--- config.mk ---
export PLATFORM = sky130hd
export DESIGN_NAME = stream_regs
export DESIGN_NICKNAME = d
export VERILOG_FILES = /design/src/source/bus_pkg.sv /design/src/source/display_pkg.sv /design/src/source/stream_regs.sv
export SDC_FILE = /design/constraint.sdc
export NUM_CORES = 1
export LEC_CHECK = 0
export BUFFER_PORTS_ARGS = -buffer_cell sky130_fd_sc_hd__buf_2
export CORE_UTILIZATION = 38
export CTS_CLUSTER_DIAMETER = 30
export CTS_CLUSTER_SIZE = 24
export DETAILED_ROUTE_END_ITERATION = 6
export MAX_ROUTING_LAYER = met4
export PLACE_DENSITY_LB_ADDON = 0.3
export RECOVER_POWER = 50
export SLEW_MARGIN = 20
export SYNTH_ARGS = -nofsm -noshare
export SYNTH_HDL_FRONTEND = slang
export SYNTH_SLANG_ARGS = --single-unit
--- constraint.sdc ---
create_clock -name clk -period 1.74 [get_ports clk]
set_clock_uncertainty 0.15 [all_clocks]
set_input_delay 0.348 -clock clk [delete_from_list [all_inputs] [get_ports clk]]
set_output_delay 0.348 -clock clk [all_outputs]
set_load 0.03 [all_outputs]
--- src/source/bus_pkg.sv ---
package bus_pkg;

  // Byte address, low two bits ignored by the slaves
  typedef logic [31:0] addr_t;
  typedef logic [31:0] data_t;
  typedef logic [9:0]  word_idx_t;   // Word index into word_mem

  localparam int mem_words = 1024;

  // Bit 28 selects the register block, everything else is memory
  localparam addr_t reg_base = 32'h1000_0000;

  // Register offsets inside the block
  localparam addr_t reg_base_addr  = 32'h0000_0000;
  localparam addr_t reg_count_addr = 32'h0000_0004;
  localparam addr_t reg_div_addr   = 32'h0000_0008;

  // Master to slave
  typedef struct packed {
    logic  req;
    logic  write;
    addr_t addr;
    data_t wdata;
  } bus_req_t;

  // Slave to master, rdata valid with ack
  typedef struct packed {
    logic  ack;
    data_t rdata;
  } bus_rsp_t;

endpackage
--- src/source/display_pkg.sv ---
package display_pkg;

  localparam int div_width = 8;

  // SPI half period minus one, in clk cycles
  typedef logic [div_width-1:0] div_t;
  typedef logic [10:0]          count_t;   // Items per frame

  localparam div_t div_reset = 8'd3;

  // One display byte with its data/command flag
  typedef struct packed {
    logic       dc;
    logic [7:0] data;
  } disp_item_t;

  typedef struct packed {
    bus_pkg::word_idx_t base;
    count_t             count;
    div_t               div;
  } stream_cfg_t;

endpackage

--- src/source/stream_regs.sv ---
`timescale 1ns/1ns

module stream_regs (
  input  logic                     clk,
  input  logic                     rst_n,
  input  bus_pkg::bus_req_t        req,
  output bus_pkg::bus_rsp_t        rsp,
  output display_pkg::stream_cfg_t cfg
);

  bus_pkg::word_idx_t  base_q;
  display_pkg::count_t count_q;
  display_pkg::div_t   div_q;
  bus_pkg::data_t      rdata_q;
  bus_pkg::data_t      rd_word;
  logic [27:0]         off;   // Offset within the block, word aligned
  logic                req_q;
  logic                ack_q;
  logic                accept;
  logic                hit_base;
  logic                hit_count;
  logic                hit_div;

  assign off       = {req.addr[27:2], 2'b00};
  assign hit_base  = off == bus_pkg::reg_base_addr[27:0];
  assign hit_count = off == bus_pkg::reg_count_addr[27:0];
  assign hit_div   = off == bus_pkg::reg_div_addr[27:0];
  assign accept    = req.req && !req_q;

  always_comb
  begin
    rd_word = '0;   // Unmapped reads zero
    if (hit_base)
      rd_word = bus_pkg::data_t'(base_q);
    if (hit_count)
      rd_word = bus_pkg::data_t'(count_q);
    if (hit_div)
      rd_word = bus_pkg::data_t'(div_q);
  end

  always_ff @(posedge clk or negedge rst_n)
  begin
    if (!rst_n)
    begin
      req_q   <= 1'b0;
      ack_q   <= 1'b0;
      base_q  <= '0;
      count_q <= '0;
      div_q   <= display_pkg::div_reset;
    end
    else
    begin
      req_q <= req.req;
      ack_q <= accept;
      if (accept && req.write)
      begin
        if (hit_base)
          base_q <= bus_pkg::word_idx_t'(req.wdata);
        if (hit_count)
          count_q <= display_pkg::count_t'(req.wdata);
        if (hit_div)
          div_q <= display_pkg::div_t'(req.wdata);
      end
    end
  end

  always_ff @(posedge clk)
  begin
    if (accept)
      rdata_q <= rd_word;
  end

  assign rsp = '{ack: ack_q, rdata: rdata_q};
  assign cfg = '{base: base_q, count: count_q, div: div_q};

endmodule

==> results.py <==
metrics = {
    "clock_tree": {
        "cts_buffers": 5,
        "cts.htree.levels": 2,
        "cts.sinks": 42,
        "clock_latency_ps": 290,
        "clk_pin_slew_ps": 70,
        "cts_tree": "done",
        "cts.path.max_buffers": 2,
        "cts_root_buf": "clkbuf_8",
    },
    "die": {
        "die_area_um2": 5650,
        "start_util_pct": 39.6,
        "io_pins": 130,
        "die_w_um": 75.2,
        "num_rows": 26,
        "dieHeight_um": 75.2,
        "core_um2": 5140,
    },
    "logic_synthesis": {
        "yosysTopAreaCellShare_pct": 35.7,
        "synth.top_cells.by_area": "dfrtp_1 36%, edfxtp_1 16%, mux2_2 11%",
        "yosys.area.top_type": "dfrtp_1",
        "synth_seq_cells": 42,
        "synth_area_per_cell_um2": 13.0,
        "syn-cell-area_um2": 2030,
        "yosysSeqAreaShare_pct": 54.5,
        "syn_inst": 156,
        "ys_types": 24,
        "synth_warnings": 0,
    },
    "route": {
        "dr.pass1.iters": 4,
        "drc_errors": 0,
        "via_per_inst": 4.58,
        "via_count": 1502,
        "ant_nets": 0,
        "wl_per_cell_um": 14.0,
        "wl_um": 4590,
        "drt_iter0_markers": 44,
    },
    "sta": {
        "setup_slack_ps": -261,
        "tightest_slew_ps": 865,
        "period_needed_ps": 2000,
        "hold_ws_ps": 140,
        "slew_viol_final": 0,
        "hold_viol_final": 0,
        "fin_crit_sh_pct": 115,
        "setup_viol": 29,
        "slew_headroom_pct": 42.4,
        "fmax_mhz": 500,
        "rsz0062_at_grt": "true",
    },
    "setup_path": {
        "cp_cell_sequence": "buf_6, or4_4, nor4_4, and3_4, buf_6, mux2_4",
        "cpMostUsedCell": "buf_6",
        "max_stage_delay_ps": 540,
        "worst-setup-path-type": "input pin to register",
        "r2r_slack_ps": -40,
        "critPathArrivalTime_ps": 2030,
        "endpoint_kind": "register",
        "required_ps": 1770,
        "crit_cells": 6,
        "cp-start-kind": "input pin",
        "critPathMaxFanout": 5,
        "crit_buf_inv": 2,
        "ff2ff_path_depth": 5,
        "critPathSlowestCell": "or4_4",
        "cp_top_family": "simple AND/OR/NAND/NOR gates",
    },
    "layout": {
        "syn_to_final_growth_pct": 34.4,
        "final_nets": 325,
        "final_cell_count_no_fill": 328,
        "antennaDiodeCount": 0,
        "drive_gt1_share_pct": 54.3,
        "final_util_pct": 53.2,
        "nFillCells": 486,
    },
    "status": {
        "violations": "negative setup slack",
        "status": "complete, but fails checks",
    },
    "global_routing": {
        "grt_pass1_vias": 1497,
        "grt_max_degree": 17,
        "overflow": 0,
        "grt_pass1_wl_um": 7230,
        "antenna_found_initial": 0,
        "grtUsageTotal_pct": 18.2,
    },
    "power": {
        "vdd_drop_max_mv": 0.363,
        "p_per_area_nw_per_um2": 723,
        "p_leak_nw": 1.45,
        "power.total_mw": 1.98,
    },
    "placement": {
        "gp_congestion": 0.745,
        "dp_cells": 319,
        "dp_hpwl_um": 3550,
        "io_buffer_count": 81,
    },
    "min_path": {
        "holdCritPathClass": "input pin to register",
        "hold_path_depth": 2,
    },
    "run": {
        "drv_cap": 0,
    },
}
-- placed cells by master, fill, tap and decap left out, types with 2 or more instances in the layout --
master / n
nor4_1: 3
mux2_2: 9
mux2_4: 20
nor2_1: 19
buf_2: 78
conb_1: 21
a21oi_1: 8
clkbuf_8: 5
buf_4: 13
buf_6: 5
dfrtp_1: 29
nor2b_1: 3
or4_4: 2
mux2i_1: 10
clkbuf_1: 5
edfxtp_1: 11
dfstp_2: 2
nand2_1: 3
-- logic make-up (layout without fill, tap and decap cells) --
kind of cell           Yosys count  count (layout)  synth area share (%)
flip-flops                      42              42                  54.5
multiplexers                    39              39                  22.8
AND/OR/NAND/NOR                 38              38                  10.6
buffers and inverters           28             110                  9.96
AO/OA/AOI/OAI                    8               8                  1.97
other                            1              21                 0.184
-- flip-flops by register name, indices dropped and copies added, names as in the netlist --
| name | flops |
|---|---|
| base_q | 10 |
| count_q | 11 |
| ack_q | 1 |
| req_q | 1 |
| div_q | 8 |
| rdata_q | 11 |
-- worst register-to-register path, delay by kind of cell, from the launching register on --
kind | cells | cell delay (ps)
buffers and inverters | 1 | 150
flip-flops | 1 | 380
multiplexers | 1 | 330
AND/OR/NAND/NOR | 3 | 650
-- routing by layer --
metal	wire length, µm	up-vias	global-route usage, %
met2	2250	59	29.7
li1	-	708	-
met1	2030	726	22.8
met4	69	0	5.76
met5	0	-	-
met3	237	9	3.48
-- worst paths after layout --
kind	from	endpoint
min	req[65]	req_q
min reg2reg	base_q[6]	base_q[6]
min in group asynchronous	rst_n	count_q[10]
max in group asynchronous	rst_n	req_q
max	req[58]	base_q[4]
max reg2reg	req_q	div_q[6]
-- synth_stat cells, drive strengths merged --
cell type,count
dfstp,2
nor3,1
conb,1
and3,2
mux2,29
edfxtp,11
nor2b,3
or4,3
buf,26
nand4,1
and4,1
and3b,1
mux2i,10
nor4,4
a21oi,8
dfrtp,29
nor2,19
clkbuf,2
nand2,3
-- through the flow --
stage	TNS, ps	setup WS [ps]	instance area [µm²]
after floorplan	-9840	-393	2120
after global placement	-18530	-609	2570
after detailed placement	-18940	-610	2570
after CTS	-6450	-266	2750
after global routing	-8730	-291	2740
final	-6240	-261	2740
-- where the power goes --
part           internal [mW]  switching, mW  leakage, nW  total [mW]
registers               1.02        0.00267        0.530        1.02
logic                 0.0650          0.142        0.872       0.207
clock network          0.429          0.319       0.0524       0.748
total                   1.51          0.464         1.45        1.98
-- area by class of cell --
| class | count | area, µm² | area share (%) |
|---|---|---|---|
| tap | 70 | 87.6 | 3.20 |
| multi-input combinational | 106 | 845 | 30.9 |
| timing repair buffer | 102 | 588 | 21.5 |
| clock buffer | 7 | 76.3 | 2.79 |
| clock inverter | 1 | 30.0 | 1.10 |
| sequential | 42 | 1110 | 40.5 |
-- timing repair --
action / 4_1_cts / 5_1_grt
pin swaps: 3 / 5
gates resized for setup: 16 / 2
hold buffers: 1 / 0
buffers inserted: 0 / 0
endpoints found under the setup margin: 31 / 39
endpoints found under the hold margin: 13 / 0
(Power assumes the default switching activity.)
