File: config.mk
export PLATFORM = sky130hd
export DESIGN_NAME = frame_streamer
export DESIGN_NICKNAME = d
export VERILOG_FILES = /design/src/source/bus_pkg.sv /design/src/source/display_pkg.sv /design/src/source/frame_streamer.sv
export SDC_FILE = /design/constraint.sdc
export NUM_CORES = 1
export LEC_CHECK = 0
export BUFFER_PORTS_ARGS = -buffer_cell sky130_fd_sc_hd__buf_2
export CAP_MARGIN = 10
export CORE_MARGIN = 10
export CORE_UTILIZATION = 38
export DETAILED_ROUTE_END_ITERATION = 16
export PLACE_DENSITY = 0.77
export SYNTH_ARGS = -nofsm -noshare
export SYNTH_HDL_FRONTEND = slang
export SYNTH_SLANG_ARGS = --single-unit
File: constraint.sdc
create_clock -name clk -period 1.8 [get_ports clk]
set_clock_uncertainty 0.15 [all_clocks]
set_input_delay 0.27 -clock clk [delete_from_list [all_inputs] [get_ports clk]]
set_output_delay 0.27 -clock clk [all_outputs]
set_load 0.005 [all_outputs]
File: src/source/bus_pkg.sv
package bus_pkg;

  // Byte address, low two bits ignored by the slaves
  typedef logic [31:0] addr_t;
  typedef logic [31:0] data_t;
  typedef logic [9:0]  word_idx_t;   // Word index into word_mem

  localparam int mem_words = 1024;

  // Bit 28 selects the register block, everything else is memory
  localparam addr_t reg_base = 32'h1000_0000;

  // Register offsets inside the block
  localparam addr_t reg_base_addr  = 32'h0000_0000;
  localparam addr_t reg_count_addr = 32'h0000_0004;
  localparam addr_t reg_div_addr   = 32'h0000_0008;

  // Master to slave
  typedef struct packed {
    logic  req;
    logic  write;
    addr_t addr;
    data_t wdata;
  } bus_req_t;

  // Slave to master, rdata valid with ack
  typedef struct packed {
    logic  ack;
    data_t rdata;
  } bus_rsp_t;

endpackage
File: src/source/display_pkg.sv
package display_pkg;

  localparam int div_width = 8;

  // SPI half period minus one, in clk cycles
  typedef logic [div_width-1:0] div_t;
  typedef logic [10:0]          count_t;   // Items per frame

  localparam div_t div_reset = 8'd3;

  // One display byte with its data/command flag
  typedef struct packed {
    logic       dc;
    logic [7:0] data;
  } disp_item_t;

  typedef struct packed {
    bus_pkg::word_idx_t base;
    count_t             count;
    div_t               div;
  } stream_cfg_t;

endpackage

File: src/source/frame_streamer.sv
`timescale 1ns/1ns

module frame_streamer (
  input  logic                     clk,
  input  logic                     rst_n,
  input  logic                     start,
  input  display_pkg::stream_cfg_t cfg,
  output bus_pkg::bus_req_t        bus_req,
  input  bus_pkg::bus_rsp_t        bus_rsp,
  output display_pkg::disp_item_t  item,
  output logic                     send,
  input  logic                     shift_busy,
  output logic                     busy,
  output logic                     done
);

  typedef enum logic [1:0] {
    st_idle,
    st_fetch,
    st_wait_shift,
    st_finish
  } state_t;

  state_t                  state;
  bus_pkg::word_idx_t      addr_q;   // Next word to read, wraps with the memory
  display_pkg::count_t     left_q;   // Items not yet fetched
  display_pkg::disp_item_t item_q;
  logic                    done_q;

  always_ff @(posedge clk or negedge rst_n)
  begin
    if (!rst_n)
    begin
      state  <= st_idle;
      addr_q <= '0;
      left_q <= '0;
      done_q <= 1'b0;
    end
    else
    begin
      done_q <= 1'b0;
      case (state)
        st_idle:
        begin
          if (start)
          begin
            addr_q <= cfg.base;
            left_q <= cfg.count;
            state  <= (cfg.count == '0) ? st_finish : st_fetch;
          end
        end
        st_fetch:
        begin
          if (bus_rsp.ack)
          begin
            addr_q <= addr_q + 1'b1;
            left_q <= left_q - 1'b1;
            state  <= st_wait_shift;
          end
        end
        st_wait_shift:
        begin
          // Prefetch the next word while this byte shifts out
          if (!shift_busy)
            state <= (left_q == '0) ? st_finish : st_fetch;
        end
        default:
        begin
          if (!shift_busy)   // Last byte fully out
          begin
            done_q <= 1'b1;
            state  <= st_idle;
          end
        end
      endcase
    end
  end

  always_ff @(posedge clk)
  begin
    if (state == st_fetch && bus_rsp.ack)
      item_q <= '{dc: bus_rsp.rdata[8], data: bus_rsp.rdata[7:0]};
  end

  always_comb
  begin
    bus_req       = '0;
    bus_req.req   = state == st_fetch;
    bus_req.addr  = bus_pkg::addr_t'({addr_q, 2'b00});
  end

  assign item = item_q;
  assign send = state == st_wait_shift && !shift_busy;
  assign busy = state != st_idle;
  assign done = done_q;

endmodule

==> impl_metrics.env <==
export IMPL_die_y_um=95.7
export IMPL_total_leakage_power_nw=1.17
export IMPL_maxCapViolCount=0
export IMPL_cts_root_buf="clkbuf_8"
export IMPL_rr_worst_depth=7
export IMPL_grt_pass1_vias=1835
export IMPL_hold_viol=0
export IMPL_setup_ws_ps=57.0
export IMPL_worst_slew_pin_slew_ps=558
export IMPL_synth_common_cells="55 x buf_4, 24 x dfrtp_1, 22 x a21oi_1, 19 x nor2_1, 17 x nand2_1"
export IMPL_pwr_density_cell_mw_per_mm2=1530
export IMPL_core_area_mm2=0.00554
export IMPL_synth_area_leaders="dfrtp_1 28%, buf_4 19%, edfxtp_1 12%"
export IMPL_grt_max_degree=39
export IMPL_drc=0
export IMPL_netlist_area_leader_share_pct=27.6
export IMPL_cts_tree="done"
export IMPL_layout_area_seq_um2=873
export IMPL_dieArea_mm2=0.00917
export IMPL_syn_inst=242
export IMPL_async_flop_share_pct=72.7
export IMPL_required_ps=1380
export IMPL_fp_row_count=27
export IMPL_avgRoutedWirePerCell_um=14.8
export IMPL_holdWs_ps=6.25
export IMPL_syn_area_mm2=0.00218
export IMPL_cp_end_kind="primary output"
export IMPL_cts_buffers=5
export IMPL_ir_drop_mv=0.597
export IMPL_first_pass_iters=4
export IMPL_avgSynthCellArea_um2=9.01
export IMPL_fp_dieW_um=95.7
export IMPL_synth_area_leader_cell="dfrtp_1"
export IMPL_syn2layout_area_growth_pct=14.2
export IMPL_worstSkewPairLatency_ps=290
export IMPL_vias=1843
export IMPL_timing_fmax_mhz=574
export IMPL_post_synth_top_count_cell="buf_4"
export IMPL_first_iter_violations=104
export IMPL_start_kind="flop"
export IMPL_vias_per_cell=4.88
export IMPL_place_ws_ps=102
export IMPL_synth_main_ff_cell="dfrtp_1"
export IMPL_initial_utilization_pct=39.3
export IMPL_io_pins=144
export IMPL_cts_num_sinks=33
export IMPL_antenna_found_initial=0
export IMPL_final_core_util_pct=44.9
export IMPL_ys_warnings_count=0
export IMPL_worstReg2RegEnd="left_q[8]$_DFFE_PN0P_"
export IMPL_relSlewSlack_pct=62.8
export IMPL_overflow=0
export IMPL_hpwl_mm=4.34
export IMPL_grt_pass1_wl_mm=8.48
export IMPL_cp_arrival_ps=1320
export IMPL_synth_seq_area_share_pct=40.0
export IMPL_final_max_slew_viol_count=0
export IMPL_layout_drive_gt1_share_pct=27.8
export IMPL_h_tree_depth=2
export IMPL_drtAntennaViolNets=0
export IMPL_fin_crit_ps=1740
export IMPL_worstPathMaxFanout=6
export IMPL_hp_class="in -> reg"
export IMPL_post_route_period_util_pct=96.8
export IMPL_critPathKind="reg -> out"
export IMPL_ys_ff_latch=33
export IMPL_totalWireLength_mm=5.59
export IMPL_n_fill_cell=547
export IMPL_p_total_mw=3.82
export IMPL_synth_edff_count=9
export IMPL_clk_path_buf_depth=2
export IMPL_port_buffers=57
export IMPL_reg2reg_slack_ps=60
export IMPL_finalSetupViolCount=0
export IMPL_multiInputGateArea_mm2=0.00102
export IMPL_gp_congestion=0.809
export IMPL_setup_worst_path_end="busy"
export IMPL_fin_nets=373
export IMPL_yosysUniqueCellTypes=45
export IMPL_grt_usage_pct=11.3
export IMPL_startpoint="state[0]$_DFFE_PN0P_"
export IMPL_outcome="finished, final reports clean"
export IMPL_clk_pin_slew_worst_paths_ps=70
export IMPL_r2r_start="left_q[1]$_DFFE_PN0P_"
export IMPL_diodes=0
## power breakdown
| group | internal, mW | leakage [nW] | switching, mW |
|---|---|---|---|
| Combinational | 0.865 | 0.768 | 0.998 |
| Clock | 0.267 | 0.0450 | 0.263 |
| Sequential | 1.09 | 0.357 | 0.336 |
## kinds of logic (layout without fill, tap and decap cells)
group                      Yosys count  in the layout  synth area share (%)
muxes                                1              1                 0.459
other                                1             55                 0.172
AOI/OAI and AO/OA                   67             67                  19.3
DFF                                 33             33                  40.0
adders and majority gates            2              2                  1.15
buffers and inverters               71             81                  23.2
and+or+nand+nor                     67             67                  15.8
## final cells by class
class | count | area share, %
sequential | 33 | 35.1
clock buffer | 6 | 2.91
tap | 72 | 3.62
timing repair buffer | 69 | 16.4
clock inverter | 2 | 0.402
multi-input combinational | 192 | 41.0
inverter | 4 | 0.603
## critical path: stages, from the launching register on
cell and delay, ps:
dfrtp_2 460, buf_4 170, or2_2 280, buf_2 130
## cells in the final DEF (no fill, tap or decap), types with 2 or more instances in the layout
cell type / Yosys / layout
a21oi_1: 22 / 22
a22oi_1: 3 / 3
a2bb2oi_1: 8 / 8
a31o_2: 2 / 2
and2_1: 3 / 3
and3_1: 2 / 2
buf_12: 0 / 2
buf_2: 8 / 57
buf_4: 55 / 7
clkbuf_8: 0 / 5
clkinv_2: 0 / 2
conb_1: 1 / 55
dfrtp_1: 24 / 22
dfrtp_2: 0 / 2
dlygate4sd3_1: 0 / 3
edfxtp_1: 9 / 9
ha_1: 2 / 2
inv_1: 3 / 3
nand2_1: 17 / 17
nand2b_4: 1 / 2
nand3_1: 5 / 5
nand4_1: 3 / 3
nor2_1: 19 / 19
nor2b_1: 2 / 2
nor3_1: 3 / 3
nor4_1: 2 / 2
o21ai_0: 10 / 10
o21ai_1: 5 / 5
o22ai_1: 8 / 8
o32ai_1: 2 / 2
## layer usage
| layer | wire length, µm | track usage, % |
|---|---|---|
| met3 | 554 | 3.74 |
| met4 | 62 | 4.67 |
| met2 | 2790 | 20.0 |
| met5 | 0 | 0 |
| met1 | 2190 | 12.2 |
## state kept, by name, indices dropped and copies added, names as in the netlist
| signal | flops |
|---|---|
| item | 9 |
| state | 2 |
| left_q | 11 |
| addr_q | 10 |
| done | 1 |
## worst min path at each step
stage                     from                     to  slack [ps]  depth (start not counted)
finish              bus_rsp[8]      item[8]$_DFFE_PP_           6                          1
global route        bus_rsp[1]      item[1]$_DFFE_PP_          -1                          1
CTS                 bus_rsp[7]      item[7]$_DFFE_PP_           3                          1
detailed placement       rst_n         done$_DFF_PN0_         150                          1
global placement         rst_n         done$_DFF_PN0_         140                          1
floorplan                rst_n  addr_q[0]$_DFFE_PN0P_        -180                          0
## repair_timing
action / CTS / global route
setup buffers: 0 / 0
hold buffers: 2 / 1
hold endpoints to repair: 25 / 1
endpoints found under the setup margin: 1 / 13
resized for setup: 1 / 4
## metrics by stage
| stage | setup TNS [ps] | std cells | area (µm²) |
|---|---|---|---|
| floorplan | 0 | 296 | 2380 |
| global route | -34.1 | 378 | 2490 |
| global placement | 0 | 367 | 2360 |
| CTS | 0 | 377 | 2470 |
| finish | 0 | 378 | 2490 |
| detailed placement | 0 | 367 | 2360 |
(Power assumes the default switching activity.)
