**config.mk**
```make
export PLATFORM = sky130hd
export DESIGN_NAME = spi_shifter
export DESIGN_NICKNAME = d
export VERILOG_FILES = /design/src/source/bus_pkg.sv /design/src/source/display_pkg.sv /design/src/source/spi_shifter.sv
export SDC_FILE = /design/constraint.sdc
export NUM_CORES = 1
export LEC_CHECK = 0
export ABC_AREA = 1
export BUFFER_PORTS_ARGS = -buffer_cell sky130_fd_sc_hd__buf_2
export CORE_AREA = 2 2 59 61
export DETAILED_ROUTE_END_ITERATION = 10
export DIE_AREA = 0 0 61 63
export PLACE_DENSITY = 0.75
export SLEW_MARGIN = 40
export SYNTH_ARGS = -nofsm -noshare
export SYNTH_HDL_FRONTEND = slang
export SYNTH_SLANG_ARGS = --single-unit
export TNS_END_PERCENT = 50
```
**constraint.sdc**
```tcl
create_clock -name clk -period 1.7 [get_ports clk]
set_input_delay 0.425 -clock clk [delete_from_list [all_inputs] [get_ports clk]]
set_output_delay 0.425 -clock clk [all_outputs]
set_load 0.01 [all_outputs]
```
**src/source/bus_pkg.sv**
```systemverilog
package bus_pkg;

  // Byte address, low two bits ignored by the slaves
  typedef logic [31:0] addr_t;
  typedef logic [31:0] data_t;
  typedef logic [9:0]  word_idx_t;   // Word index into word_mem

  localparam int mem_words = 1024;

  // Bit 28 selects the register block, everything else is memory
  localparam addr_t reg_base = 32'h1000_0000;

  // Register offsets inside the block
  localparam addr_t reg_base_addr  = 32'h0000_0000;
  localparam addr_t reg_count_addr = 32'h0000_0004;
  localparam addr_t reg_div_addr   = 32'h0000_0008;

  // Master to slave
  typedef struct packed {
    logic  req;
    logic  write;
    addr_t addr;
    data_t wdata;
  } bus_req_t;

  // Slave to master, rdata valid with ack
  typedef struct packed {
    logic  ack;
    data_t rdata;
  } bus_rsp_t;

endpackage
```
**src/source/display_pkg.sv**
```systemverilog
package display_pkg;

  localparam int div_width = 8;

  // SPI half period minus one, in clk cycles
  typedef logic [div_width-1:0] div_t;
  typedef logic [10:0]          count_t;   // Items per frame

  localparam div_t div_reset = 8'd3;

  // One display byte with its data/command flag
  typedef struct packed {
    logic       dc;
    logic [7:0] data;
  } disp_item_t;

  typedef struct packed {
    bus_pkg::word_idx_t base;
    count_t             count;
    div_t               div;
  } stream_cfg_t;

endpackage

```
**src/source/spi_shifter.sv**
```systemverilog
`timescale 1ns/1ns

module spi_shifter (
  input  logic                    clk,
  input  logic                    rst_n,
  input  display_pkg::div_t       div,
  input  display_pkg::disp_item_t item,
  input  logic                    send,
  output logic                    busy,
  output logic                    sck,
  output logic                    mosi,
  output logic                    cs_n,
  output logic                    dc
);

  display_pkg::div_t div_q;    // Held for the whole byte
  display_pkg::div_t cnt;      // Cycles into the current half period
  logic [3:0]        bits;     // Falling edges so far
  logic [7:0]        shreg;
  logic              active;
  logic              sck_q;
  logic              cs_n_q;
  logic              dc_q;

  always_ff @(posedge clk or negedge rst_n)
  begin
    if (!rst_n)
    begin
      active <= 1'b0;
      sck_q  <= 1'b0;
      cs_n_q <= 1'b1;
      dc_q   <= 1'b0;
      shreg  <= '0;
      cnt    <= '0;
      bits   <= '0;
    end
    else if (!active)
    begin
      if (send)
      begin
        active <= 1'b1;
        cs_n_q <= 1'b0;         // Select and dc together
        dc_q   <= item.dc;
        shreg  <= item.data;
        cnt    <= '0;
        bits   <= '0;
      end
    end
    else if (cnt == div_q)
    begin
      cnt <= '0;
      if (sck_q)
      begin
        sck_q <= 1'b0;          // Falling edge moves the next bit out
        shreg <= {shreg[6:0], 1'b0};
        bits  <= bits + 1'b1;
      end
      else if (bits == 4'd8)
      begin
        active <= 1'b0;         // Trailing low half done
        cs_n_q <= 1'b1;
      end
      else
        sck_q <= 1'b1;
    end
    else
      cnt <= cnt + 1'b1;
  end

  always_ff @(posedge clk)
  begin
    if (send && !active)
      div_q <= div;
  end

  assign busy = active;
  assign sck  = sck_q;
  assign mosi = shreg[7];   // MSB first
  assign cs_n = cs_n_q;
  assign dc   = dc_q;

  a_sck_idle: assert property (@(posedge clk) disable iff (!rst_n) cs_n |-> !sck);

endmodule

```
==> impl_metrics.ini, run 1 <==
[worst_setup_path]
path_cells = buf_2
r2r_end = shreg[2]
path_max_fanout = 9
reg2reg_from = cnt[5]
crit_buf_inv = 1
startpoint_type = flip-flop
critPathTopFamily = flip-flops
reg2regPathDepth = 9
max_stage_delay_ns = 0.53
endpoint_kind = output pin
rrSetupSlack_ns = 0.27
crit_required_ns = 1.27
cp_slowest_cell = dfrtp_1
cp.arrival_ns = 1.05
critPathKind = flip-flop to output pin

[floorplan]
design.core.area_um2 = 3232
dieArea_um2 = 3843
start_util = 0.5242
ios = 25
die_y_um = 63
die_x_um = 61
row_count = 21

[detailed_routing]
vias = 1382
route.detailed.drc = 0
firstDrtPassIters = 5
drt-initial-drc-count = 46
wl_per_cell_um = 12.16
wl_mm = 3.307
ant_nets = 0
via_per_inst = 5.081

[logic_synthesis]
synth_compound_area_frac = 0.03840
synthAdderAreaFrac = 0.02216
syn_nets = 220
synth_area_um2 = 1694
synth_area_leaders = dfrtp_1 (34%), nand2_1 (14%), edfxtp_1 (14%)
yosysWarnings = 0
async_flop_share = 0.7500
synthFlopType = dfrtp_1
synthMuxAreaShare = 0
yosysUniqueCellTypes = 27
ys_top_cells_by_count = nand2_1 (65), dfrtp_1 (23), nand3_1 (23)
synth.most_common_cell = nand2_1
synth_top_area_frac = 0.3397
synth_xor_area_frac = 0.05613
ys_seq_area_frac = 0.4970
synth-simple-area-share = 0.3072
synth_top_family_by_area = simple AND/OR/NAND/NOR gates
synthCells = 197
ys_ff_latch = 32
synth-edff-count = 8
postSynthAreaPerCell_um2 = 8.600
yosysTopAreaCell = dfrtp_1

[clock_network]
clk_pin_slew_ns = 0.09
ctsHoldBuffers = 0
cts_setup_buffers = 0
cts_tree = built
clk_path_buf_depth = 2
numCtsBuffers = 5
clock_latency_ns = 0.33
h-tree-depth = 2
cts_resized = 0
numClockSinks = 32
root_buffer = clkbuf_4

[placement]
routabilityCongestion = 0.8219
placed_cell_area_um2 = 1843
dp.cells = 264
io_buffers = 24
dp_hpwl_mm = 2.339

[layout]
num_antenna_cells = 0
fin_area_um2 = 1902
area_growth_pct = 12.26
stdcell_count = 272
drive_above_1_share = 0.1947
nFillCells = 298
layout.nets = 248

[timing]
drv_slew = 0
rsz0062_at_grt = false
maxSlewHeadroom = 0.6363
period_share = 0.8695
hold_viol = 0
timing.fmax_mhz = 676.5
fin_crit_ns = 1.478
clock_skew_ns = 0.009175
setup_viol = 0
setup_tns_ns = 0
tightest_slew_ns = 0.5456

[pwr]
power_density_nw_per_um2 = 1100
peakVddDrop_mv = 0.5755
p_leak_uw = 0.0009789

[run_status]
status = finished, final reports clean

[global_route]
grt_max_degree = 25
grt_pass1_vias = 1342
overflow = 0
grt_use_total = 0.2076
grt_pass1_wl_mm = 5.913
antenna_found_initial = 0

[run]
cap_violations = 0

[hold_path]
hold_class = input port to async pin
==> logic make-up (layout without fill, tap and decap cells) <==
kind of cell	count (synthesis)	in the layout
AO/OA/AOI/OAI	11	11
XOR/XNOR	10	10
adder cells (fa/ha/maj)	3	3
buffers and inverters	27	56
flip-flops	32	32
AND/OR/NAND/NOR	114	114
==> stage by stage <==
step	hold WS (ns)	power (µW)	worst slack (ns)	utilization
finish	0.06271	2092	0.2219	0.5885
global route	0.09968	2258	0.1267	0.5885
CTS	0.06635	2116	0.2069	0.5885
detailed placement	0.4425	1661	0.2884	0.5703
global placement	0.4409	1657	0.2860	0.5703
floorplan	0.1294	1528	0.1339	-
==> worst max path at each step <==
stage	slack (ns)	to	cells after the start	start
6_report	0.22	busy	1	busy
3_3_place_gp	0.29	shreg[7]	9	cnt[5]
2_1_floorplan	0.13	bits[0]	5	busy
5_1_grt	0.13	shreg[2]	9	cnt[5]
4_1_cts	0.21	busy	1	busy
3_5_place_dp	0.29	shreg[2]	9	cnt[5]
==> power breakdown <==
| group | leakage (µW) | switching (µW) | internal [µW] |
|---|---|---|---|
| Clock | 0.0000326 | 242 | 204 |
| Sequential | 0.000371 | 166 | 918 |
| Combinational | 0.000575 | 318 | 244 |
==> layer usage <==
metal | GRT usage | wire length [µm] | up-vias
met5 | 0 | 0 | -
met2 | 0.2917 | 1482 | 42
met1 | 0.2842 | 1550 | 635
met3 | 0.06832 | 183 | 12
li1 | - | - | 693
met4 | 0.1005 | 90 | 0
==> registers in the layout, indices dropped and copies added, names as in the netlist <==
name and count:
dc 1, cnt 8, shreg 8, bits 4, div_q 8, busy 1, cs_n 1, sck 1
==> layout make-up <==
cell class	count	area, µm²	share of cell area
tap	46	57.56	0.03026
timing repair buffer	28	150.1	0.07895
sequential	32	842.1	0.4428
inverter	20	75.07	0.03947
clock buffer	8	58.81	0.03092
multi-input combinational	138	718.2	0.3776
==> layout by cell type, fill, tap and decap left out, drive strengths merged, types with 2 or more instances in the layout <==
cell    Yosys  final
ha          3      3
inv        20     20
nor2       11     11
nand2      68     68
xnor2       5      5
a21oi       2      2
o22ai       3      3
nand4       9      9
xor2        5      5
nor3        2      2
clkbuf      0      8
edfxtp      8      8
dfrtp      23     23
buf         7     28
nand3      23     23
o21ai       6      6
Note: power is estimated with default switching activity, not from simulation.
==> inputs of run 2 (changes only) <==
--- a/config.mk
+++ b/config.mk
@@ -7,10 +7,10 @@
 export LEC_CHECK = 0
 export ABC_AREA = 1
 export BUFFER_PORTS_ARGS = -buffer_cell sky130_fd_sc_hd__buf_2
-export CORE_AREA = 2 2 59 61
+export CORE_AREA = 2 2 53 67
 export DETAILED_ROUTE_END_ITERATION = 10
-export DIE_AREA = 0 0 61 63
-export PLACE_DENSITY = 0.75
+export DIE_AREA = 0 0 55 69
+export PLACE_DENSITY = 0.76
 export SLEW_MARGIN = 40
 export SYNTH_ARGS = -nofsm -noshare
 export SYNTH_HDL_FRONTEND = slang
==> impl_metrics.ini, run 2 (synthesized netlist as in run 1, its figures left out) <==
[global_route]
grt_max_degree = 25
grt_pass1_vias = 1317
grt_use_total = 0.2086
grt_pass1_wl_mm = 5.754
overflow = 0
antenna_found_initial = 0

[worst_setup_path]
path_cells = buf_2
critPathTopFamily = flip-flops
reg2reg_from = busy
rrSetupSlack_ns = 0.25
cp.arrival_ns = 1.04
cp_slowest_cell = dfrtp_1
crit_buf_inv = 1
path_max_fanout = 9
crit_required_ns = 1.27
r2r_end = shreg[0]
max_stage_delay_ns = 0.55
critPathKind = flip-flop to output pin
endpoint_kind = output pin
startpoint_type = flip-flop
reg2regPathDepth = 5
startpoint = busy

[run_status]
status = finished, final reports clean

[timing]
tightest_slew_ns = 0.5597
timing.fmax_mhz = 680.7
maxSlewHeadroom = 0.6268
drv_slew = 0
clock_skew_ns = 0.006605
rsz0062_at_grt = false
setup_viol = 0
fin_ws_ns = 0.2310
fin_crit_ns = 1.469
setup_tns_ns = 0
hold_viol = 0
period_share = 0.8641

[pwr]
power_density_nw_per_um2 = 1153
peakVddDrop_mv = 0.6596
p_leak_uw = 0.0009808

[placement]
placed_cell_area_um2 = 1824
routabilityCongestion = 0.7671
dp.cells = 254
io_buffers = 24
preCtsSetupSlack_ns = 0.2011
dp_hpwl_mm = 2.328

[clock_network]
ctsHoldBuffers = 0
clk_pin_slew_ns = 0.06
clk_path_buf_depth = 2
h-tree-depth = 2
cts_tree = built
root_buffer = clkbuf_8
clock_latency_ns = 0.29
numCtsBuffers = 5
numClockSinks = 32

[detailed_routing]
drt-initial-drc-count = 40
route.met2.wl_mm = 1.598
via_per_inst = 5.206
wl_met1_mm = 1.546
firstDrtPassIters = 4
route.detailed.drc = 0
ant_nets = 0
wl_per_cell_um = 12.89
vias = 1364
dr_wl_met3_um = 163
wl_mm = 3.377
top_layer_used = met4

[floorplan]
ios = 25
start_util = 0.5352
die_x_um = 55
row_count = 23
dieArea_um2 = 3795
die_y_um = 69
design.core.area_um2 = 3166

[layout]
nFillCells = 287
reg.largest.list = cnt x8, div_q x8, shreg x8
final_common_cell = nand2_1
area_growth_pct = 12.56
post-route-util = 0.6024
stdcell_count = 262
multi_input_area_um2 = 720.7
final_cell_mix = nand2_1 (65), buf_2 (24), nand3_1 (23), dfrtp_1 (23), inv_1 (19)
fin_area_um2 = 1907
num_antenna_cells = 0
layout.nets = 247
regArea_um2 = 842.1
drive_above_1_share = 0.1911

[run]
cap_violations = 0

[hold_path]
hold_class = input port to async pin
[run 2: cell count changes in the layout (fill, tap and decap cells not counted), sizes merged]
cell    change
clkbuf      -2
clkinv      +2
buf         -1
[run 2: how the worst max path moves through the flow]
stage / endpoint / slack (ns) / cells past startpoint
after detailed placement: shreg[2] / 0.20 / 5
after global placement: shreg[3] / 0.26 / 5
after CTS: shreg[4] / 0.20 / 4
final: busy / 0.23 / 1
after global routing: bits[3] / 0.1 / 5
after floorplan: bits[0] / 0.13 / 5
[run 2: timing repair]
action	4_1_cts	5_1_grt
endpoints found under the setup margin	0	2
endpoints found under the hold margin	0	0
setup buffers	0	0
gates resized for setup	0	1
[run 2: cell type report]
cell class                 count  area share
sequential                    32      0.4416
multi-input combinational    138      0.3780
timing repair buffer          27     0.07480
inverter                      20     0.03937
clock buffer                   6     0.03806
tap                           37     0.02428
clock inverter                 2    0.003937
[run 2: layer usage]
metal | track usage | up-vias
met5 | 0 | -
met2 | 0.3135 | 27
met3 | 0.05628 | 7
met4 | 0.09756 | 0
met1 | 0.2726 | 639
li1 | - | 691
[run 2: report_power, final]
part	switching, µW	leakage (µW)	internal (µW)	total [µW]
combinational	312	0.000570	244	555
clock	275	0.0000403	279	554
sequential	170	0.000371	920	1090
total	757	0.000981	1440	2200
[run 2: stage by stage]
stage	total power (µW)	hold WS, ns
2_1_floorplan	1528	0.1294
3_3_place_gp	1654	0.4389
3_5_place_dp	1664	0.4510
4_1_cts	2229	0.1352
5_1_grt	2360	0.1683
6_report	2198	0.1251
