$ cat src/source/bus_pkg.sv
package bus_pkg;

  // Byte address, low two bits ignored by the slaves
  typedef logic [31:0] addr_t;
  typedef logic [31:0] data_t;
  typedef logic [9:0]  word_idx_t;   // Word index into word_mem

  localparam int mem_words = 1024;

  // Bit 28 selects the register block, everything else is memory
  localparam addr_t reg_base = 32'h1000_0000;

  // Register offsets inside the block
  localparam addr_t reg_base_addr  = 32'h0000_0000;
  localparam addr_t reg_count_addr = 32'h0000_0004;
  localparam addr_t reg_div_addr   = 32'h0000_0008;

  // Master to slave
  typedef struct packed {
    logic  req;
    logic  write;
    addr_t addr;
    data_t wdata;
  } bus_req_t;

  // Slave to master, rdata valid with ack
  typedef struct packed {
    logic  ack;
    data_t rdata;
  } bus_rsp_t;

endpackage
$ cat src/source/bus_arbiter.sv
`timescale 1ns/1ns

module bus_arbiter (
  input  logic              clk,
  input  logic              rst_n,
  input  bus_pkg::bus_req_t host_req,
  output bus_pkg::bus_rsp_t host_rsp,
  input  bus_pkg::bus_req_t strm_req,
  output bus_pkg::bus_rsp_t strm_rsp,
  output bus_pkg::bus_req_t mem_req,
  input  bus_pkg::bus_rsp_t mem_rsp,
  output bus_pkg::bus_req_t reg_req,
  input  bus_pkg::bus_rsp_t reg_rsp
);

  typedef enum logic [1:0] {
    gnt_idle,
    gnt_host,
    gnt_strm
  } grant_t;

  grant_t grant;         // Memory owner
  logic   reg_gnt;       // Host owns the register path
  logic   host_to_reg;

  assign host_to_reg = |(host_req.addr & bus_pkg::reg_base);

  always_ff @(posedge clk or negedge rst_n)
  begin
    if (!rst_n)
    begin
      grant   <= gnt_idle;
      reg_gnt <= 1'b0;
    end
    else
    begin
      case (grant)
        gnt_idle:
        begin
          // Host wins a tie
          if (host_req.req && !host_to_reg)
            grant <= gnt_host;
          else if (strm_req.req)
            grant <= gnt_strm;
        end
        default:
        begin
          if (mem_rsp.ack)
            grant <= gnt_idle;   // One idle cycle lets req fall at the slave
        end
      endcase

      // Register traffic never touches the memory grant
      if (reg_gnt)
      begin
        if (reg_rsp.ack)
          reg_gnt <= 1'b0;
      end
      else if (host_req.req && host_to_reg)
        reg_gnt <= 1'b1;
    end
  end

  always_comb
  begin
    mem_req  = '0;
    reg_req  = '0;
    host_rsp = '0;
    strm_rsp = '0;
    case (grant)
      gnt_host: mem_req = host_req;
      gnt_strm: mem_req = strm_req;
      default: ;
    endcase
    if (grant == gnt_host)
      host_rsp = mem_rsp;
    if (grant == gnt_strm)
      strm_rsp = mem_rsp;
    if (reg_gnt)
    begin
      reg_req  = host_req;
      host_rsp = reg_rsp;
    end
  end

  // Each slave ack belongs to exactly one owner of its path
  a_mem_ack_owned: assert property (@(posedge clk) disable iff (!rst_n)
    mem_rsp.ack |-> grant != gnt_idle);
  a_reg_ack_owned: assert property (@(posedge clk) disable iff (!rst_n)
    reg_rsp.ack |-> reg_gnt);

endmodule

$ cat config.mk
export PLATFORM = sky130hd
export DESIGN_NAME = bus_arbiter
export DESIGN_NICKNAME = d
export VERILOG_FILES = /design/src/source/bus_pkg.sv /design/src/source/bus_arbiter.sv
export SDC_FILE = /design/constraint.sdc
export NUM_CORES = 1
export LEC_CHECK = 0
export ABC_AREA = 1
export BUFFER_PORTS_ARGS = -buffer_cell sky130_fd_sc_hd__buf_2
export CAP_MARGIN = 5
export CORE_AREA = 2 2 153 155
export DETAILED_ROUTE_END_ITERATION = 10
export DIE_AREA = 0 0 155 157
export PLACE_DENSITY = 0.39
export SLEW_MARGIN = 20
export SYNTH_ARGS = -nofsm -noshare
export SYNTH_HDL_FRONTEND = slang
export SYNTH_SLANG_ARGS = --single-unit
$ cat constraint.sdc
create_clock -name clk -period 2.2 [get_ports clk]
set_input_delay 0.33 -clock clk [delete_from_list [all_inputs] [get_ports clk]]
set_output_delay 0.33 -clock clk [all_outputs]
set_load 0.02 [all_outputs]
==> reports/qor.yml, run 1 <==
yosys:
  async_flop_share_pct: 100
  yosysUniqueCellTypes: 13
  seq_area_frac_synth_pct: 3.04
  synth_common_cells: "303 x nand2_1, 104 x inv_1, 66 x a21oi_1"
  synth_edf_count: 0
  yosysTopAreaCell: "nand2_1"
  synth_warnings: 0
  synth_area_um2: 2470
  avgSynthCellArea_um2: 4.40
  syn-num-nets: 765
  synthCells: 562
  ys.flop_type: "dfrtp_1"
  synth_area_leaders: "nand2_1 46%, inv_1 16%, a21oi_1 13%"
  netlist.area_leader.share_pct: 46.0
  synth-seq-cells: 3
  yosysMostFrequentCell: "nand2_1"
finish:
  diodes: 0
  drive_above_1_share_pct: 44.6
  nets: 1134
  area_growth_pct: 93.7
  stdcell_area_um2: 4790
cts:
  clockBufferDepth: 2
  post_cts_resized: 0
  clkLatencyLatePin_ns: 0.22
  cts_sinks: 3
  cts_hold_buf: 1
  cts.htree.levels: 1
  cts_tree: "built"
  postCtsSetupBuffers: 0
  cts-root-buf: "clkbuf_16"
  clk_pin_slew_worst_paths_ns: 0.03
  cts_inserted_buffers: 3
placed_design:
  placed_area_um2: 4700
  dpl.hpwl_um: 12100
  io_buffers: 397
  globalplace.congestion: 0.794
worst_setup_path:
  arrival_ns: 1.72
  critPathCaptureType: "output pin"
  worst-path-max-fanout: 43
  cp-start-kind: "flop"
  cp.required_ns: 1.87
  criticalPathCategory: "reg2out"
sta:
  fmax_mhz: 488
  rsz0062_at_grt: "no"
  fin_skew_ns: 0.0000561
  min_period_over_period_pct: 93.1
  setup_viol: 0
  whs_ns: 0.330
  worst_pin_slew_ns: 0.470
  period_minus_slack_ns: 2.05
  maxSlewViolCount: 0
  finalSetupTns_ns: 0
  hold_violations: 0
  max-slew-margin-rel_pct: 68.6
floorplan:
  core_um2: 22500
  dieHeight_um: 157
  rows: 55
  initial_core_util_pct: 11.0
  pin_count: 398
  die_w_um: 155
  dieArea_um2: 24300
hold_path:
  hold_class: "in2reg"
flow_run:
  maxCapViolCount: 0
status:
  outcome: "completed"
global_routing:
  grt_max_degree: 100
  track_usage_pct: 11.1
  antenna_found_initial: 1
  overflow: 0
  grt_first_pass_wirelength_um: 21700
  grt_pass1_vias: 4212
route:
  wire_per_inst_um: 12.3
  ant_nets: 0
  finalWirelength_um: 15000
  drc_errors: 0
  via_per_inst: 3.77
  firstDrtPassIters: 4
  drt_iter0_drc: 286
  vias: 4580
power:
  leakage_nw: 3.54
  irDropWorstVdd_mv: 0.743
  power.density_nw_per_um2: 933
  design_power_total_mw: 4.47
==> power by group <==
part	total (mW)	internal, mW	switching [mW]
combinational	4.08	1.30	2.78
clock	0.289	0.239	0.0501
sequential	0.0985	0.0750	0.0235
total	4.47	1.61	2.86
==> registers in the layout (all words and copies together), names as in the netlist <==
signal / flops
reg_gnt: 1
grant: 2
==> critical path, stage by stage, from the launching register on <==
cell and delay [ns]:
dfrtp_1 0.41, inv_1 0.12, ha_4 0.25, buf_12 0.24, nand2_1 0.08, a21oi_1 0.17, buf_2 0.19
==> metal layers <==
metal | wire length, um | vias up | share of wire, % | GRT usage [%]
li1 | - | 2387 | - | -
met1 | 5630 | 1947 | 38 | 11.5
met2 | 8040 | 227 | 54 | 23.1
met5 | 12 | - | 0.080 | 0
met4 | 228 | 2 | 1.5 | 2.16
met3 | 1080 | 17 | 7.2 | 1.65
==> path summary, 6_finish.rpt <==
kind / startpoint / end / slack (ns) / cells past startpoint
setup / recovery: grant[1] / mem_req[16] / 0.15 / 6
min in group asynchronous: rst_n / grant[0] / 0.47 / 2
hold reg to reg: grant[1] / grant[1] / 0.54 / 2
setup reg to reg: grant[0] / grant[0] / 0.86 / 6
hold / removal: reg_rsp[32] / reg_gnt / 0.33 / 2
max in group asynchronous: rst_n / reg_gnt / 1.60 / 2
==> cell families (layout without fill, tap and decap cells) <==
| logic type | Yosys count | count (layout) | share of synthesized area [%] |
|---|---|---|---|
| AOI/OAI and AO/OA | 67 | 67 | 13.6 |
| adders and majority gates | 3 | 3 | 1.52 |
| buffers and inverters | 148 | 516 | 28.1 |
| DFF | 3 | 3 | 3.04 |
| and+or+nand+nor | 341 | 341 | 53.7 |
==> through the flow <==
stage | std cells | setup WS, ns | util [%]
2_1_floorplan | 562 | 0.497 | -
3_3_place_gp | 1210 | 0.402 | 20.9
3_5_place_dp | 1210 | 0.387 | 20.9
4_1_cts | 1215 | 0.144 | 21.3
5_1_grt | 1215 | 0.0172 | 21.3
6_report | 1215 | 0.152 | 21.3
==> cells in the final DEF, fill, tap and decap left out, drive strengths merged <==
master / instances
a21oi: 66
buf: 406
clkbuf: 4
dfrtp: 3
dlygate4sd3: 1
ha: 3
inv: 105
nand2: 303
nand3: 37
o21ai: 1
or2: 1
==> final cells by class <==
| type | instances | area, um^2 |
|---|---|---|
| Fill cell | 2646 | 17700 |
| Timing Repair Buffer | 407 | 2150 |
| Multi-Input combinational cell | 411 | 1730 |
| Inverter | 105 | 397 |
| Tap cell | 285 | 357 |
| Sequential cell | 3 | 78.8 |
| Clock buffer | 4 | 78.8 |
(Power assumes the default switching activity.)
==> inputs of run 2 (changes only) <==
Settings changed: ABC_AREA 1 to 0.
==> reports/qor.yml, run 2 <==
placed_design:
  placed_area_um2: 4690
  io_buffers: 397
  dpl.hpwl_um: 12500
  globalplace.congestion: 0.835
power:
  power.density_nw_per_um2: 1040
  pwr-share-seq_pct: 2.4
  swShare_pct: 56.0
  p_switching_mw: 2.84
  leakage_nw: 2.71
  clock_power_share_pct: 5.8
  combPwrFrac_pct: 91.9
  internal_power_mw: 2.23
  irDropWorstVdd_mv: 0.531
yosys:
  synth_edf_count: 0
  yosysMostFrequentCell: "and2_1"
  yosysTopAreaCell: "and2_1"
  yosysUniqueCellTypes: 18
  avgSynthCellArea_um2: 6.14
  synth_warnings: 0
  syn-num-nets: 593
  seq_area_frac_synth_pct: 3.14
  ys.flop_type: "dfrtp_1"
  async_flop_share_pct: 100
  synth_area_leaders: "and2_1 26%, a22oi_1 21%, nor2b_1 18%"
  netlist.area_leader.share_pct: 25.9
  synth-seq-cells: 3
  synth_common_cells: "99 x and2_1, 68 x nor2b_1, 67 x nand2_1"
  synth_area_um2: 2390
  synthCells: 390
global_routing:
  overflow: 0
  track_usage_pct: 11.1
  grt_max_degree: 44
  antenna_found_initial: 1
  grt_first_pass_wirelength_um: 21400
  grt_pass1_vias: 3892
floorplan:
  rows: 55
  dieHeight_um: 157
  pin_count: 398
  die_w_um: 155
  core_um2: 22500
  initial_core_util_pct: 10.6
  dieArea_um2: 24300
cts:
  clockBufferDepth: 2
  cts_sinks: 3
  cts.htree.levels: 1
  cts-root-buf: "clkbuf_16"
  cts_tree: "built"
  clk_pin_slew_worst_paths_ns: 0.03
  cts_inserted_buffers: 3
  clkLatencyLatePin_ns: 0.23
hold_path:
  whs_endpoint: "reg_gnt"
  hold_start: "reg_rsp[32]"
  holdPathStages: 2
  hold_class: "in2reg"
route:
  via_per_inst: 3.89
  drc_errors: 0
  vias: 4120
  wire_per_inst_um: 14.4
  firstDrtPassIters: 6
  ant_nets: 0
  drt_iter0_drc: 289
  finalWirelength_um: 15300
finish:
  nets: 978
  top_register: "grant"
  largest_reg_flops: 2
  mostFrequentLayoutCell: "buf_2"
  area_growth_pct: 103
  biggestRegsByFlops: "grant x2, reg_gnt x1"
  drive_above_1_share_pct: 55.4
  final_cell_mix: "396 x buf_2, 99 x and2_1, 68 x nor2b_1"
  diodes: 0
  finish.utilization_pct: 21.6
  stdcell_area_um2: 4870
worst_setup_path:
  crit_slowest_cell: "dfrtp_1"
  cp.required_ns: 1.87
  criticalPathCategory: "reg2out"
  r2r_cells: 4
  worst-path-max-fanout: 20
  reg2reg_slack_ns: 0.90
  critPathMaxStageDelay_ns: 0.40
  critPathCaptureType: "output pin"
  arrival_ns: 1.74
  cp-start-kind: "flop"
  path_cells: "inv_1 -> ha_4 -> buf_16 -> buf_4 -> a22oi_1 -> nor2b_1 -> buf_2"
  r2r_start: "grant[1]"
  rr_endpoint: "grant[1]"
sta:
  max-slew-margin-rel_pct: 69.6
  min_period_over_period_pct: 94.3
  hold_violations: 0
  worst_pin_slew_ns: 0.455
  maxSlewViolCount: 0
  fmax_mhz: 482
  period_minus_slack_ns: 2.07
  setup_viol: 0
  fin_skew_ns: 0.00221
status:
  outcome: "completed"
flow_run:
  maxCapViolCount: 0
-- run 2: power by group through the flow --
stage | registers [mW] | clock network [mW] | logic, mW
6_report | 0.120 | 0.292 | 4.65
5_1_grt | 0.128 | 0.304 | 5.09
4_1_cts | 0.120 | 0.296 | 4.58
3_5_place_dp | 0.121 | 0 | 4.56
3_3_place_gp | 0.122 | 0 | 4.62
2_1_floorplan | 0.0881 | 0 | 2.98
-- run 2: layer usage --
| metal | up-vias | global-route usage, % | wire length, um |
|---|---|---|---|
| met3 | 13 | 1.90 | 1100 |
| met1 | 1806 | 12.8 | 5820 |
| li1 | 2068 | - | - |
| met2 | 231 | 21.7 | 8180 |
| met4 | 2 | 1.72 | 138 |
| met5 | - | 0 | 13 |
-- run 2: how the worst max path moves through the flow --
stage / depth (start not counted) / end / slack, ns / startpoint
4_1_cts: 7 / mem_req[34] / 0.04 / grant[1]
5_1_grt: 7 / host_rsp[32] / -0.0008 / grant[1]
3_3_place_gp: 6 / mem_req[37] / 0.24 / grant[0]
2_1_floorplan: 6 / host_rsp[0] / 0.44 / grant[1]
6_report: 7 / mem_req[34] / 0.13 / grant[1]
3_5_place_dp: 6 / mem_req[0] / 0.23 / grant[0]
-- run 2: kinds of logic after synthesis --
logic type                 after synthesis  synth area share, %
and+or+nand+nor                        236                 54.7
AOI/OAI and AO/OA                      102                 28.4
adders and majority gates                3                 1.57
buffers and inverters                   45                 11.8
muxes                                    1                0.418
DFF                                      3                 3.14
-- run 2: repair_timing --
item	in CTS	in global routing
pin swaps	0	1
resized for setup	1	3
hold endpoints to repair	3	0
buffers inserted	0	4
hold buffers	1	0
gates cloned	0	1
setup endpoints to repair	2	23
-- run 2: final cells by class --
type,instances,area [um^2]
inverters,2,7.51
clock buffers,4,78.8
flip-flops and latches,3,78.8
repair buffers,423,2280
fillers,2601,17600
multi-input cells,342,2060
well taps,285,357
-- run 2: critical path, delay by kind of cell (launching register included) --
| kind | cells | cell delay (ns) |
|---|---|---|
| adder cells (fa/ha/maj) | 1 | 0.20 |
| flip-flops | 1 | 0.40 |
| AO/OA/AOI/OAI | 1 | 0.22 |
| AND/OR/NAND/NOR | 1 | 0.08 |
| buffers and inverters | 4 | 0.61 |
-- run 2: metrics by stage --
stage	setup TNS, ns	total power, mW	hold slack [ns]	cells	setup slack, ns
2_1_floorplan	0	3.07	0.0344	390	0.437
3_3_place_gp	0	4.74	0.130	1049	0.238
3_5_place_dp	0	4.68	0.134	1049	0.230
4_1_cts	0	4.99	0.403	1054	0.0407
5_1_grt	-0.000977	5.52	0.432	1059	-0.000763
6_report	0	5.07	0.393	1059	0.126
